## src/frame_link_pkg.sv

```systemverilog
package frame_link_pkg;

  // ================================================
  // Widths
  // ================================================
  localparam int IMG_IDX_W = 8;
  localparam int ADDR_W    = 23;
  localparam int PIX_W     = 16;
  localparam int COLOR_W   = 10;

  // One 640x480 image per frame-store slot
  localparam logic [ADDR_W-1:0] IMG_BASE  = 23'h100000;
  localparam logic [ADDR_W-1:0] IMG_WORDS = 23'h04B000;
  localparam logic [ADDR_W-1:0] GREY_BASE = '0;

  // ================================================
  // Link and display types
  // ================================================
  typedef struct packed {
    logic [7:0] data;
    logic       valid;
  } rx_beat_t;

  typedef struct packed {
    logic       wr;
    logic [7:0] data;
  } store_wr_t;

  typedef struct packed {
    logic [COLOR_W-1:0] r;
    logic [COLOR_W-1:0] g;
    logic [COLOR_W-1:0] b;
  } rgb_t;

  // Grey level sits in the middle of the sensor word
  typedef struct packed {
    logic [3:0]         unused;
    logic [COLOR_W-1:0] level;
    logic [1:0]         low;
  } grey_view_t;

  typedef struct packed {
    logic [7:0] unused;
    logic [2:0] red;
    logic [2:0] green;
    logic [1:0] blue;
  } rgb332_view_t;

  typedef union packed {
    grey_view_t   grey;
    rgb332_view_t rgb332;
  } pixel_word_u;

  // Active-low segments g..a
  typedef logic [6:0] seg7_t;

endpackage

```

## src/uart_receiver.sv

```systemverilog
module uart_receiver
  import frame_link_pkg::*;
#(
  parameter int CLKS_PER_BIT = 434
) (
  input  logic     CLOCK_50,
  input  logic     DLY_RST_0,
  input  logic     rxd,
  output rx_beat_t rx_beat
);

  localparam int CNT_W = $clog2(CLKS_PER_BIT);
  localparam logic [CNT_W-1:0] BIT_LAST  = CNT_W'(CLKS_PER_BIT - 1);
  localparam logic [CNT_W-1:0] HALF_LAST = CNT_W'(CLKS_PER_BIT / 2 - 1);

  localparam logic [1:0] S_IDLE  = 2'd0;
  localparam logic [1:0] S_START = 2'd1;
  localparam logic [1:0] S_DATA  = 2'd2;
  localparam logic [1:0] S_STOP  = 2'd3;

  logic [1:0]       rxd_sync;
  logic [1:0]       state;
  logic [CNT_W-1:0] clk_cnt;
  logic [2:0]       bit_idx;
  logic [7:0]       shift;

  // LSB arrives first, so shift in from the top
  always_ff @(posedge CLOCK_50) begin
    if (state == S_DATA && clk_cnt == BIT_LAST) begin
      shift <= {rxd_sync[1], shift[7:1]};
    end
  end

  always_ff @(posedge CLOCK_50 or negedge DLY_RST_0) begin
    if (!DLY_RST_0) begin
      rxd_sync <= 2'b11;
      state    <= S_IDLE;
      clk_cnt  <= '0;
      bit_idx  <= '0;
      rx_beat  <= '0;
    end else begin
      rxd_sync      <= {rxd_sync[0], rxd};
      rx_beat.valid <= 1'b0;
      case (state)
        S_IDLE: begin
          clk_cnt <= '0;
          bit_idx <= '0;
          if (!rxd_sync[1]) begin
            state <= S_START;
          end
        end
        S_START: begin
          // Recheck at mid start bit so glitches fall back to idle
          if (clk_cnt == HALF_LAST) begin
            clk_cnt <= '0;
            state   <= rxd_sync[1] ? S_IDLE : S_DATA;
          end else begin
            clk_cnt <= clk_cnt + 1'b1;
          end
        end
        S_DATA: begin
          if (clk_cnt == BIT_LAST) begin
            clk_cnt <= '0;
            bit_idx <= bit_idx + 1'b1;
            if (bit_idx == 3'd7) begin
              state <= S_STOP;
            end
          end else begin
            clk_cnt <= clk_cnt + 1'b1;
          end
        end
        default: begin
          if (clk_cnt == BIT_LAST) begin
            // Framing error drops the byte
            rx_beat.valid <= rxd_sync[1];
            rx_beat.data  <= shift;
            state         <= S_IDLE;
          end else begin
            clk_cnt <= clk_cnt + 1'b1;
          end
        end
      endcase
    end
  end

endmodule

```

## src/uart_transmitter.sv

```systemverilog
module uart_transmitter #(
  parameter int CLKS_PER_BIT = 434
) (
  input  logic       CLOCK_50,
  input  logic       DLY_RST_0,
  input  logic       start,
  input  logic [7:0] data,
  output logic       txd,
  output logic       busy,
  output logic       done
);

  localparam int CNT_W = $clog2(CLKS_PER_BIT);
  localparam logic [CNT_W-1:0] BIT_LAST = CNT_W'(CLKS_PER_BIT - 1);

  logic [CNT_W-1:0] clk_cnt;
  logic [3:0]       bit_idx;
  logic [9:0]       frame;

  // Start, data and stop bits go out from bit 0 upward
  always_ff @(posedge CLOCK_50) begin
    if (!busy && start) begin
      frame <= {1'b1, data, 1'b0};
    end else if (busy && clk_cnt == BIT_LAST) begin
      frame <= {1'b1, frame[9:1]};
    end
  end

  always_ff @(posedge CLOCK_50 or negedge DLY_RST_0) begin
    if (!DLY_RST_0) begin
      busy    <= 1'b0;
      done    <= 1'b0;
      clk_cnt <= '0;
      bit_idx <= '0;
    end else begin
      done <= 1'b0;
      if (!busy) begin
        clk_cnt <= '0;
        bit_idx <= '0;
        busy    <= start;
      end else if (clk_cnt == BIT_LAST) begin
        clk_cnt <= '0;
        if (bit_idx == 4'd9) begin
          // End of stop bit
          busy <= 1'b0;
          done <= 1'b1;
        end else begin
          bit_idx <= bit_idx + 1'b1;
        end
      end else begin
        clk_cnt <= clk_cnt + 1'b1;
      end
    end
  end

  // Line idles high
  assign txd = busy ? frame[0] : 1'b1;

endmodule

```

## src/image_select_regs.sv

```systemverilog
module image_select_regs
  import frame_link_pkg::*;
(
  input  logic                 CLOCK_50,
  input  logic                 DLY_RST_0,
  input  rx_beat_t             rx_beat,
  input  logic                 sw_grey,
  input  logic                 sw_store,
  output store_wr_t            store_wr,
  output logic [IMG_IDX_W-1:0] cur_img,
  output logic                 grey_mode,
  output logic [ADDR_W-1:0]    frame_base_addr,
  output logic                 disp_restart_n
);

  logic [IMG_IDX_W:0]  prev_sel;
  logic                sel_changed;
  logic [ADDR_W-1:0]   img_offset;

  // ================================================
  // Image and store routing
  // ================================================
  always_ff @(posedge CLOCK_50 or negedge DLY_RST_0) begin
    if (!DLY_RST_0) begin
      cur_img   <= '0;
      grey_mode <= 1'b0;
      store_wr  <= '0;
    end else begin
      grey_mode     <= sw_grey;
      store_wr.wr   <= rx_beat.valid && sw_store;
      store_wr.data <= rx_beat.data;
      // Store switch on sends the byte to memory and holds the image
      if (rx_beat.valid && !sw_store) begin
        cur_img <= rx_beat.data;
      end
    end
  end

  // ================================================
  // Display restart
  // ================================================
  assign sel_changed = ({cur_img, grey_mode} != prev_sel);

  always_ff @(posedge CLOCK_50 or negedge DLY_RST_0) begin
    if (!DLY_RST_0) begin
      prev_sel       <= '0;
      disp_restart_n <= 1'b1;
    end else begin
      prev_sel       <= {cur_img, grey_mode};
      disp_restart_n <= !sel_changed;
    end
  end

  // Grey frames always live at the bottom of the store
  always_comb begin
    img_offset      = IMG_WORDS * ADDR_W'(cur_img);
    frame_base_addr = grey_mode ? GREY_BASE : IMG_BASE + img_offset;
  end

endmodule

```

## src/pixel_path.sv

```systemverilog
module pixel_path
  import frame_link_pkg::*;
(
  input  logic        CLOCK_50,
  input  logic        DLY_RST_0,
  input  logic        grey_mode,
  input  pixel_word_u pix_word,
  input  logic        pix_valid,
  output rgb_t        pix_rgb,
  output logic        rgb_valid
);

  rgb_t rgb_next;

  always_comb begin
    if (grey_mode) begin
      rgb_next.r = pix_word.grey.level;
      rgb_next.g = pix_word.grey.level;
      rgb_next.b = pix_word.grey.level;
    end else begin
      // RGB332 bits go to the top of each channel
      rgb_next.r = {pix_word.rgb332.red, {(COLOR_W - 3){1'b0}}};
      rgb_next.g = {pix_word.rgb332.green, {(COLOR_W - 3){1'b0}}};
      rgb_next.b = {pix_word.rgb332.blue, {(COLOR_W - 2){1'b0}}};
    end
  end

  always_ff @(posedge CLOCK_50) begin
    if (pix_valid) begin
      pix_rgb <= rgb_next;
    end
  end

  always_ff @(posedge CLOCK_50 or negedge DLY_RST_0) begin
    if (!DLY_RST_0) begin
      rgb_valid <= 1'b0;
    end else begin
      rgb_valid <= pix_valid;
    end
  end

endmodule

```

## src/tx_burst.sv

```systemverilog
module tx_burst
  import frame_link_pkg::*;
#(
  parameter int BURST_WORDS = 1024
) (
  input  logic             CLOCK_50,
  input  logic             DLY_RST_0,
  input  logic             key_tx_start_n,
  input  logic             key_tx_abort_n,
  input  logic [PIX_W-1:0] tx_word,
  input  logic             tx_busy,
  input  logic             tx_done,
  output logic             tx_rd,
  output logic             tx_start,
  output logic [7:0]       tx_byte,
  output logic             tx_active
);

  localparam int CNT_W = $clog2(BURST_WORDS + 1);
  localparam logic [CNT_W-1:0] LAST_WORD = CNT_W'(BURST_WORDS - 1);

  logic [1:0]       start_sync;
  logic [1:0]       abort_sync;
  logic [CNT_W-1:0] word_cnt;

  always_ff @(posedge CLOCK_50 or negedge DLY_RST_0) begin
    if (!DLY_RST_0) begin
      start_sync <= 2'b11;
      abort_sync <= 2'b11;
      tx_active  <= 1'b0;
      word_cnt   <= '0;
    end else begin
      start_sync <= {start_sync[0], key_tx_start_n};
      abort_sync <= {abort_sync[0], key_tx_abort_n};
      // Abort wins over start and lets the byte in flight complete
      if (!abort_sync[1]) begin
        tx_active <= 1'b0;
      end else if (!start_sync[1]) begin
        tx_active <= 1'b1;
        word_cnt  <= '0;
      end else if (tx_done) begin
        word_cnt <= word_cnt + 1'b1;
        if (word_cnt == LAST_WORD) begin
          tx_active <= 1'b0;
        end
      end
    end
  end

  // Done cycle excluded so the last count can stop the burst first
  assign tx_rd    = tx_active && !tx_busy && !tx_done;
  assign tx_start = tx_rd;
  assign tx_byte  = tx_word[7:0];

endmodule

```

## src/hex_status.sv

```systemverilog
module hex_status
  import frame_link_pkg::*;
(
  input  logic                 CLOCK_50,
  input  logic                 DLY_RST_0,
  input  rx_beat_t             rx_beat,
  input  logic [IMG_IDX_W-1:0] cur_img,
  input  logic                 tx_active,
  output seg7_t                hex0,
  output seg7_t                hex1,
  output seg7_t                hex2,
  output seg7_t                hex3,
  output seg7_t                hex4,
  output seg7_t                hex5
);

  logic [7:0] last_byte;

  function automatic seg7_t hex_font(input logic [3:0] nib);
    case (nib)
      4'h0: return 7'b1000000;
      4'h1: return 7'b1111001;
      4'h2: return 7'b0100100;
      4'h3: return 7'b0110000;
      4'h4: return 7'b0011001;
      4'h5: return 7'b0010010;
      4'h6: return 7'b0000010;
      4'h7: return 7'b1111000;
      4'h8: return 7'b0000000;
      4'h9: return 7'b0010000;
      4'ha: return 7'b0001000;
      4'hb: return 7'b0000011;
      4'hc: return 7'b1000110;
      4'hd: return 7'b0100001;
      4'he: return 7'b0000110;
      default: return 7'b0001110;
    endcase
  endfunction

  always_ff @(posedge CLOCK_50 or negedge DLY_RST_0) begin
    if (!DLY_RST_0) begin
      last_byte <= '0;
    end else if (rx_beat.valid) begin
      last_byte <= rx_beat.data;
    end
  end

  assign hex0 = hex_font(cur_img[3:0]);
  assign hex1 = hex_font(cur_img[7:4]);
  assign hex2 = hex_font(last_byte[3:0]);
  assign hex3 = hex_font(last_byte[7:4]);
  assign hex4 = hex_font({3'b000, tx_active});
  assign hex5 = hex_font(4'h0);

endmodule

```

## src/frame_link_top.sv

```systemverilog
module frame_link_top
  import frame_link_pkg::*;
#(
  parameter int CLKS_PER_BIT = 434,
  parameter int BURST_WORDS  = 1024
) (
  input  logic              CLOCK_50,
  input  logic              DLY_RST_0,
  input  logic              uart_rxd,
  input  logic              sw_grey,
  input  logic              sw_store,
  input  logic              key_tx_start_n,
  input  logic              key_tx_abort_n,
  input  logic [PIX_W-1:0]  pix_word,
  input  logic              pix_valid,
  input  logic [PIX_W-1:0]  tx_word,
  output logic              uart_txd,
  output store_wr_t         store_wr,
  output logic [ADDR_W-1:0] frame_base_addr,
  output logic              disp_restart_n,
  output rgb_t              pix_rgb,
  output logic              rgb_valid,
  output logic              tx_rd,
  output seg7_t             hex0,
  output seg7_t             hex1,
  output seg7_t             hex2,
  output seg7_t             hex3,
  output seg7_t             hex4,
  output seg7_t             hex5
);

  rx_beat_t             rx_beat;
  logic [IMG_IDX_W-1:0] cur_img;
  logic                 grey_mode;
  logic                 tx_start;
  logic [7:0]           tx_byte;
  logic                 tx_busy;
  logic                 tx_done;
  logic                 tx_active;

  // ================================================
  // Host link
  // ================================================
  uart_receiver #(
    .CLKS_PER_BIT(CLKS_PER_BIT)
  ) u_uart_rx (
    .CLOCK_50 (CLOCK_50),
    .DLY_RST_0(DLY_RST_0),
    .rxd      (uart_rxd),
    .rx_beat  (rx_beat)
  );

  uart_transmitter #(
    .CLKS_PER_BIT(CLKS_PER_BIT)
  ) u_uart_tx (
    .CLOCK_50 (CLOCK_50),
    .DLY_RST_0(DLY_RST_0),
    .start    (tx_start),
    .data     (tx_byte),
    .txd      (uart_txd),
    .busy     (tx_busy),
    .done     (tx_done)
  );

  tx_burst #(
    .BURST_WORDS(BURST_WORDS)
  ) u_tx_burst (
    .CLOCK_50      (CLOCK_50),
    .DLY_RST_0     (DLY_RST_0),
    .key_tx_start_n(key_tx_start_n),
    .key_tx_abort_n(key_tx_abort_n),
    .tx_word       (tx_word),
    .tx_busy       (tx_busy),
    .tx_done       (tx_done),
    .tx_rd         (tx_rd),
    .tx_start      (tx_start),
    .tx_byte       (tx_byte),
    .tx_active     (tx_active)
  );

  // ================================================
  // Display feed and status
  // ================================================
  image_select_regs u_img_sel (
    .CLOCK_50       (CLOCK_50),
    .DLY_RST_0      (DLY_RST_0),
    .rx_beat        (rx_beat),
    .sw_grey        (sw_grey),
    .sw_store       (sw_store),
    .store_wr       (store_wr),
    .cur_img        (cur_img),
    .grey_mode      (grey_mode),
    .frame_base_addr(frame_base_addr),
    .disp_restart_n (disp_restart_n)
  );

  pixel_path u_pixel_path (
    .CLOCK_50 (CLOCK_50),
    .DLY_RST_0(DLY_RST_0),
    .grey_mode(grey_mode),
    .pix_word (pix_word),
    .pix_valid(pix_valid),
    .pix_rgb  (pix_rgb),
    .rgb_valid(rgb_valid)
  );

  hex_status u_hex_status (
    .CLOCK_50 (CLOCK_50),
    .DLY_RST_0(DLY_RST_0),
    .rx_beat  (rx_beat),
    .cur_img  (cur_img),
    .tx_active(tx_active),
    .hex0     (hex0),
    .hex1     (hex1),
    .hex2     (hex2),
    .hex3     (hex3),
    .hex4     (hex4),
    .hex5     (hex5)
  );

endmodule

```

## config.mk

```make
export PLATFORM = sky130hd
export DESIGN_NAME = frame_link_top
export DESIGN_NICKNAME = d
export VERILOG_FILES = /design/src/frame_link_pkg.sv /design/src/uart_receiver.sv /design/src/uart_transmitter.sv /design/src/image_select_regs.sv /design/src/pixel_path.sv /design/src/tx_burst.sv /design/src/hex_status.sv /design/src/frame_link_top.sv
export SDC_FILE = /design/constraint.sdc
export NUM_CORES = 1
export LEC_CHECK = 0
export ABC_AREA = 1
export CORE_AREA = 5 5 147 149
export CTS_CLUSTER_DIAMETER = 100
export DETAILED_ROUTE_END_ITERATION = 8
export DIE_AREA = 0 0 152 154
export DONT_BUFFER_PORTS = 1
export PLACE_DENSITY = 0.56
export SYNTH_ARGS = -nofsm -noshare
export SYNTH_HDL_FRONTEND = slang
export SYNTH_HIERARCHICAL = 1
export SYNTH_SLANG_ARGS = --single-unit
export TNS_END_PERCENT = 100
```

## constraint.sdc

```tcl
create_clock -name CLOCK_50 -period 4.8 [get_ports CLOCK_50]
set_input_delay 0.96 -clock CLOCK_50 [delete_from_list [all_inputs] [get_ports CLOCK_50]]
set_output_delay 0.96 -clock CLOCK_50 [all_outputs]
set_load 0.01 [all_outputs]
```

==> metrics.txt <==
run status finished with violations; violations in the final reports negative setup slack; Gate Count Post-Synth 940; Antenna Cells 0; type of destination of the critical path output port; number of storage elements in the synthesis netlist approximately 130; detailed-route vias per instance between 4 and 5; adder and majority cell fraction of the synthesized area between 10% and 20%; Core ar. between 0.02 and 0.025 mm^2; Fill cells about 2000; reg2reg path depth 5; top-level port count between 100 and 150; Tmin final around 4.9 ns; simple-gate area share of the yosys netlist roughly 26%; Total Power Consumption between 2 and 3 mW; die area 0.0234 mm^2; combined area of all synthesized cells 0.00790 mm^2; number of flops mapped to enable cells by yosys 32; total vias in the final route ~5600; die extent in y ~150 um; Cell Rows between 50 and 60; count of non-filler cells in the finished layout approximately 1200; global-route wire length before repair about 27000 um; clock edge transition at the registers on the reported setup and hold paths roughly 0.06 ns; worst skew pair latency between 0.4 and 0.5 ns; first element of the critical path u_img_sel/cur_img[4]$_DFFE_PN0P_; Placer Congestion 0.797; number of antenna violations at the first check in global routing 0; share of the yosys chip area belonging to registers a little over two fifths; class of the worst hold path in -> async; number of buffers on the longest clock path 2; largest net degree at the start of global routing 94; placed inst area between 0.007 and 0.008 mm^2; Yosys top cell area share between 20 and 30%; CTS tree done; biggest area consumer among synthesized cells dfrtp_1; root buf cell clkbuf_16; Arrival @ worst endpoint a little under 4 ns; mean cell area of the mapped netlist 8.40 um^2; share of the synthesized area in compound gates (AO/OA/AOI/OAI) under 10%; DRT Pass-1 Iters 4; power density over cell area between 300 and 400 mW/mm^2; Synth Area in XOR/XNOR between 1.5 and 2%; critical path peak fanout 2; number of distinct library cells after synthesis 44; final worst clock skew ~0.0085 ns; Post-Layout Inst Area 0.00869 mm^2; multi-input logic area 0.00381 mm^2; Max Freq between 0.2 and 0.25 GHz; overall global routing resource usage between 10% and 20%; CP startpoint kind flop; starting DRC count in detailed routing 262; min setup slack post-route -0.113 ns; sum of net half-perimeters after detailed placement about 11000 um; # nets final between 1000 and 1500; R2R Path End u_uart_tx/frame[3]$_DFFE_PP_; placed cell count between 1000 and 1500; total of buffers placed on input and output ports 0; sink count of the clock tree between 100 and 150; VDD IR-drop max around 0.27 mV; fin. max-slew vios 0; Routed wire per std cell between 10 and 15 um; capture point of the worst path frame_base_addr[22]; most frequent cells in the layout 241 x nand2_1, 118 x inv_1, 85 x dfrtp_1; die width around 150 um; Worst Max-Slew Pin Slew just over 0.5 ns; worst slew margin relative to its limit about 66%; Initial Utilization roughly two fifths; reg2reg start u_tx_burst/tx_active$_DFFE_PN0P_; layout overhead on the synthesized area 9.98%; aggregate global routing overflow 0; sequential standard cell area about 0.0033 mm^2; most common cell after layout, fill and taps aside nand2_1; Pleak ~4.5 nW; final setup vio count 1; # hold bufs at CTS 0; number of global-route vias before repair roughly 5500; dominant synthesized flop cell dfrtp_1; Final Hold Violating Endpoints 0; post-detailed-routing wire length roughly 15000 um; type of the worst setup path reg -> out; Crit path required time 3.84 ns; number of remaining DRC errors 0; worst reg2reg setup slack between 2 and 3 ns; multiplexer share of the synthesized area less than 1%; depth of the CTS H-tree 4; fraction of layout cells with a size suffix above 1 13.8%; reported max-cap violation count 0; share of flip-flops with an asynchronous set or reset 73.8%; post-route core utilization 43.4%; number of warnings reported in the yosys synthesis log 6; number of nets with antenna violations after detailed routing 0; RSZ-0062 raised after global routing true; Period Utilization, post-route 102%; main combinational cell family by area after synthesis simple AND/OR/NAND/NOR gates; TritonCTS buffer count 17; ranking of synthesized cells by area dfrtp_1 27%, edfxtp_1 12%, nand2_1 12%
[registers in the layout (all words and copies together), names as in the netlist, 9 cells and up]
signal                count
u_pixel_path/pix_rgb     16
u_uart_rx/rx_beat         9
u_tx_burst/word_cnt      11
u_uart_tx/clk_cnt         9
u_uart_tx/frame           9
u_img_sel/prev_sel        9
u_img_sel/store_wr        9
u_uart_rx/clk_cnt         9
[cells in the mapped netlist, types with 2 or more instances]
| cell type | instances |
|---|---|
| nand2_1 | 246 |
| inv_1 | 121 |
| dfrtp_1 | 86 |
| nor2_1 | 84 |
| nand3_1 | 71 |
| ha_1 | 66 |
| buf_4 | 54 |
| edfxtp_1 | 32 |
| o21ai_0 | 29 |
| a21oi_1 | 26 |
| nand4_1 | 14 |
| xor2_1 | 10 |
| nand2_2 | 9 |
| a21oi_2 | 8 |
| inv_2 | 8 |
| dfstp_2 | 7 |
| fa_1 | 7 |
| nand2_4 | 7 |
| buf_6 | 6 |
| nor3_1 | 6 |
| xnor2_1 | 5 |
| mux2_2 | 4 |
| nor2_2 | 4 |
| buf_2 | 3 |
| conb_1 | 3 |
| a31oi_1 | 2 |
| nand3_4 | 2 |
| nand3b_1 | 2 |
| nor2_4 | 2 |
| nor2_8 | 2 |
[how the worst min path moves through the flow]
stage	startpoint	end	slack (ns)
after floorplan	u_tx_burst/abort_sync[0]$_DFF_PN1_	u_tx_burst/abort_sync[1]$_DFF_PN1_	0.35
after global placement	u_tx_burst/start_sync[0]$_DFF_PN1_	u_tx_burst/start_sync[1]$_DFF_PN1_	0.35
after detailed placement	u_tx_burst/start_sync[0]$_DFF_PN1_	u_tx_burst/start_sync[1]$_DFF_PN1_	0.35
after CTS	DLY_RST_0	u_img_sel/store_wr[2]$_DFF_PN0_	0.21
after global routing	DLY_RST_0	u_uart_tx/done$_DFF_PN0_	0.21
final	DLY_RST_0	u_uart_tx/clk_cnt[8]$_DFF_PN0_	0.24
[timing repair]
item | in CTS | in global routing
setup buffers | 6 | 0
endpoints found under the setup margin | 1 | 1
resized for setup | 12 | 15
pin swaps | 14 | 11
[cells by family after synthesis]
kind of cell             Yosys count
buffers and inverters            194
XOR/XNOR                          15
AND/OR/NAND/NOR                  455
adder cells (fa/ha/maj)           73
AO/OA/AOI/OAI                     70
other                              3
multiplexers                       4
flip-flops                       126
[critical path, stage by stage (launching register included)]
cell and delay [ns]:
dfrtp_1 0.41, ha_4 0.26, ha_4 0.26, inv_2 0.03, fa_1 0.47, fa_1 0.53, inv_2 0.05, ha_4 0.26
nand2_1 0.04, o21a_1 0.18, nand2_1 0.08, xor2_1 0.17, ha_2 0.19, inv_1 0.05, nand2_2 0.06, nand2_1 0.05
nand2_1 0.06, nand2_2 0.06, inv_2 0.07, nand2_4 0.05, nand3_2 0.06, nand2_2 0.06, nor2_4 0.10
[metrics by stage]
stage / hold WS, ns / setup TNS [ns] / setup slack, ns
floorplan: 0.345 / 0 / 0.114
global placement: 0.346 / 0 / 0.153
detailed placement: 0.348 / 0 / 0.127
CTS: 0.212 / -0.144 / -0.144
global route: 0.211 / -0.347 / -0.347
finish: 0.236 / -0.113 / -0.113
[metal layers]
layer	part of all wire (%)	global-route usage, %
met1	46	17.4
met2	48	23.1
met3	4.5	3.71
met4	1.8	4.20
met5	0	0
[power by group]
part / internal [mW] / total (mW) / switching [mW]
Sequential: 1.16 / 1.22 / 0.0613
Combinational: 0.0596 / 0.162 / 0.102
Clock: 0.732 / 1.23 / 0.497
Total: 1.95 / 2.61 / 0.660
[layout make-up]
| type | instances | area share, % |
|---|---|---|
| clock inverters | 12 | 1.15 |
| clock buffers | 20 | 5.52 |
| well taps | 270 | 3.89 |
| multi-input cells | 639 | 43.9 |
| flip-flops and latches | 126 | 38.2 |
| inverters | 130 | 5.65 |
| repair buffers | 19 | 1.73 |
Note: power is estimated with default switching activity, not from simulation.
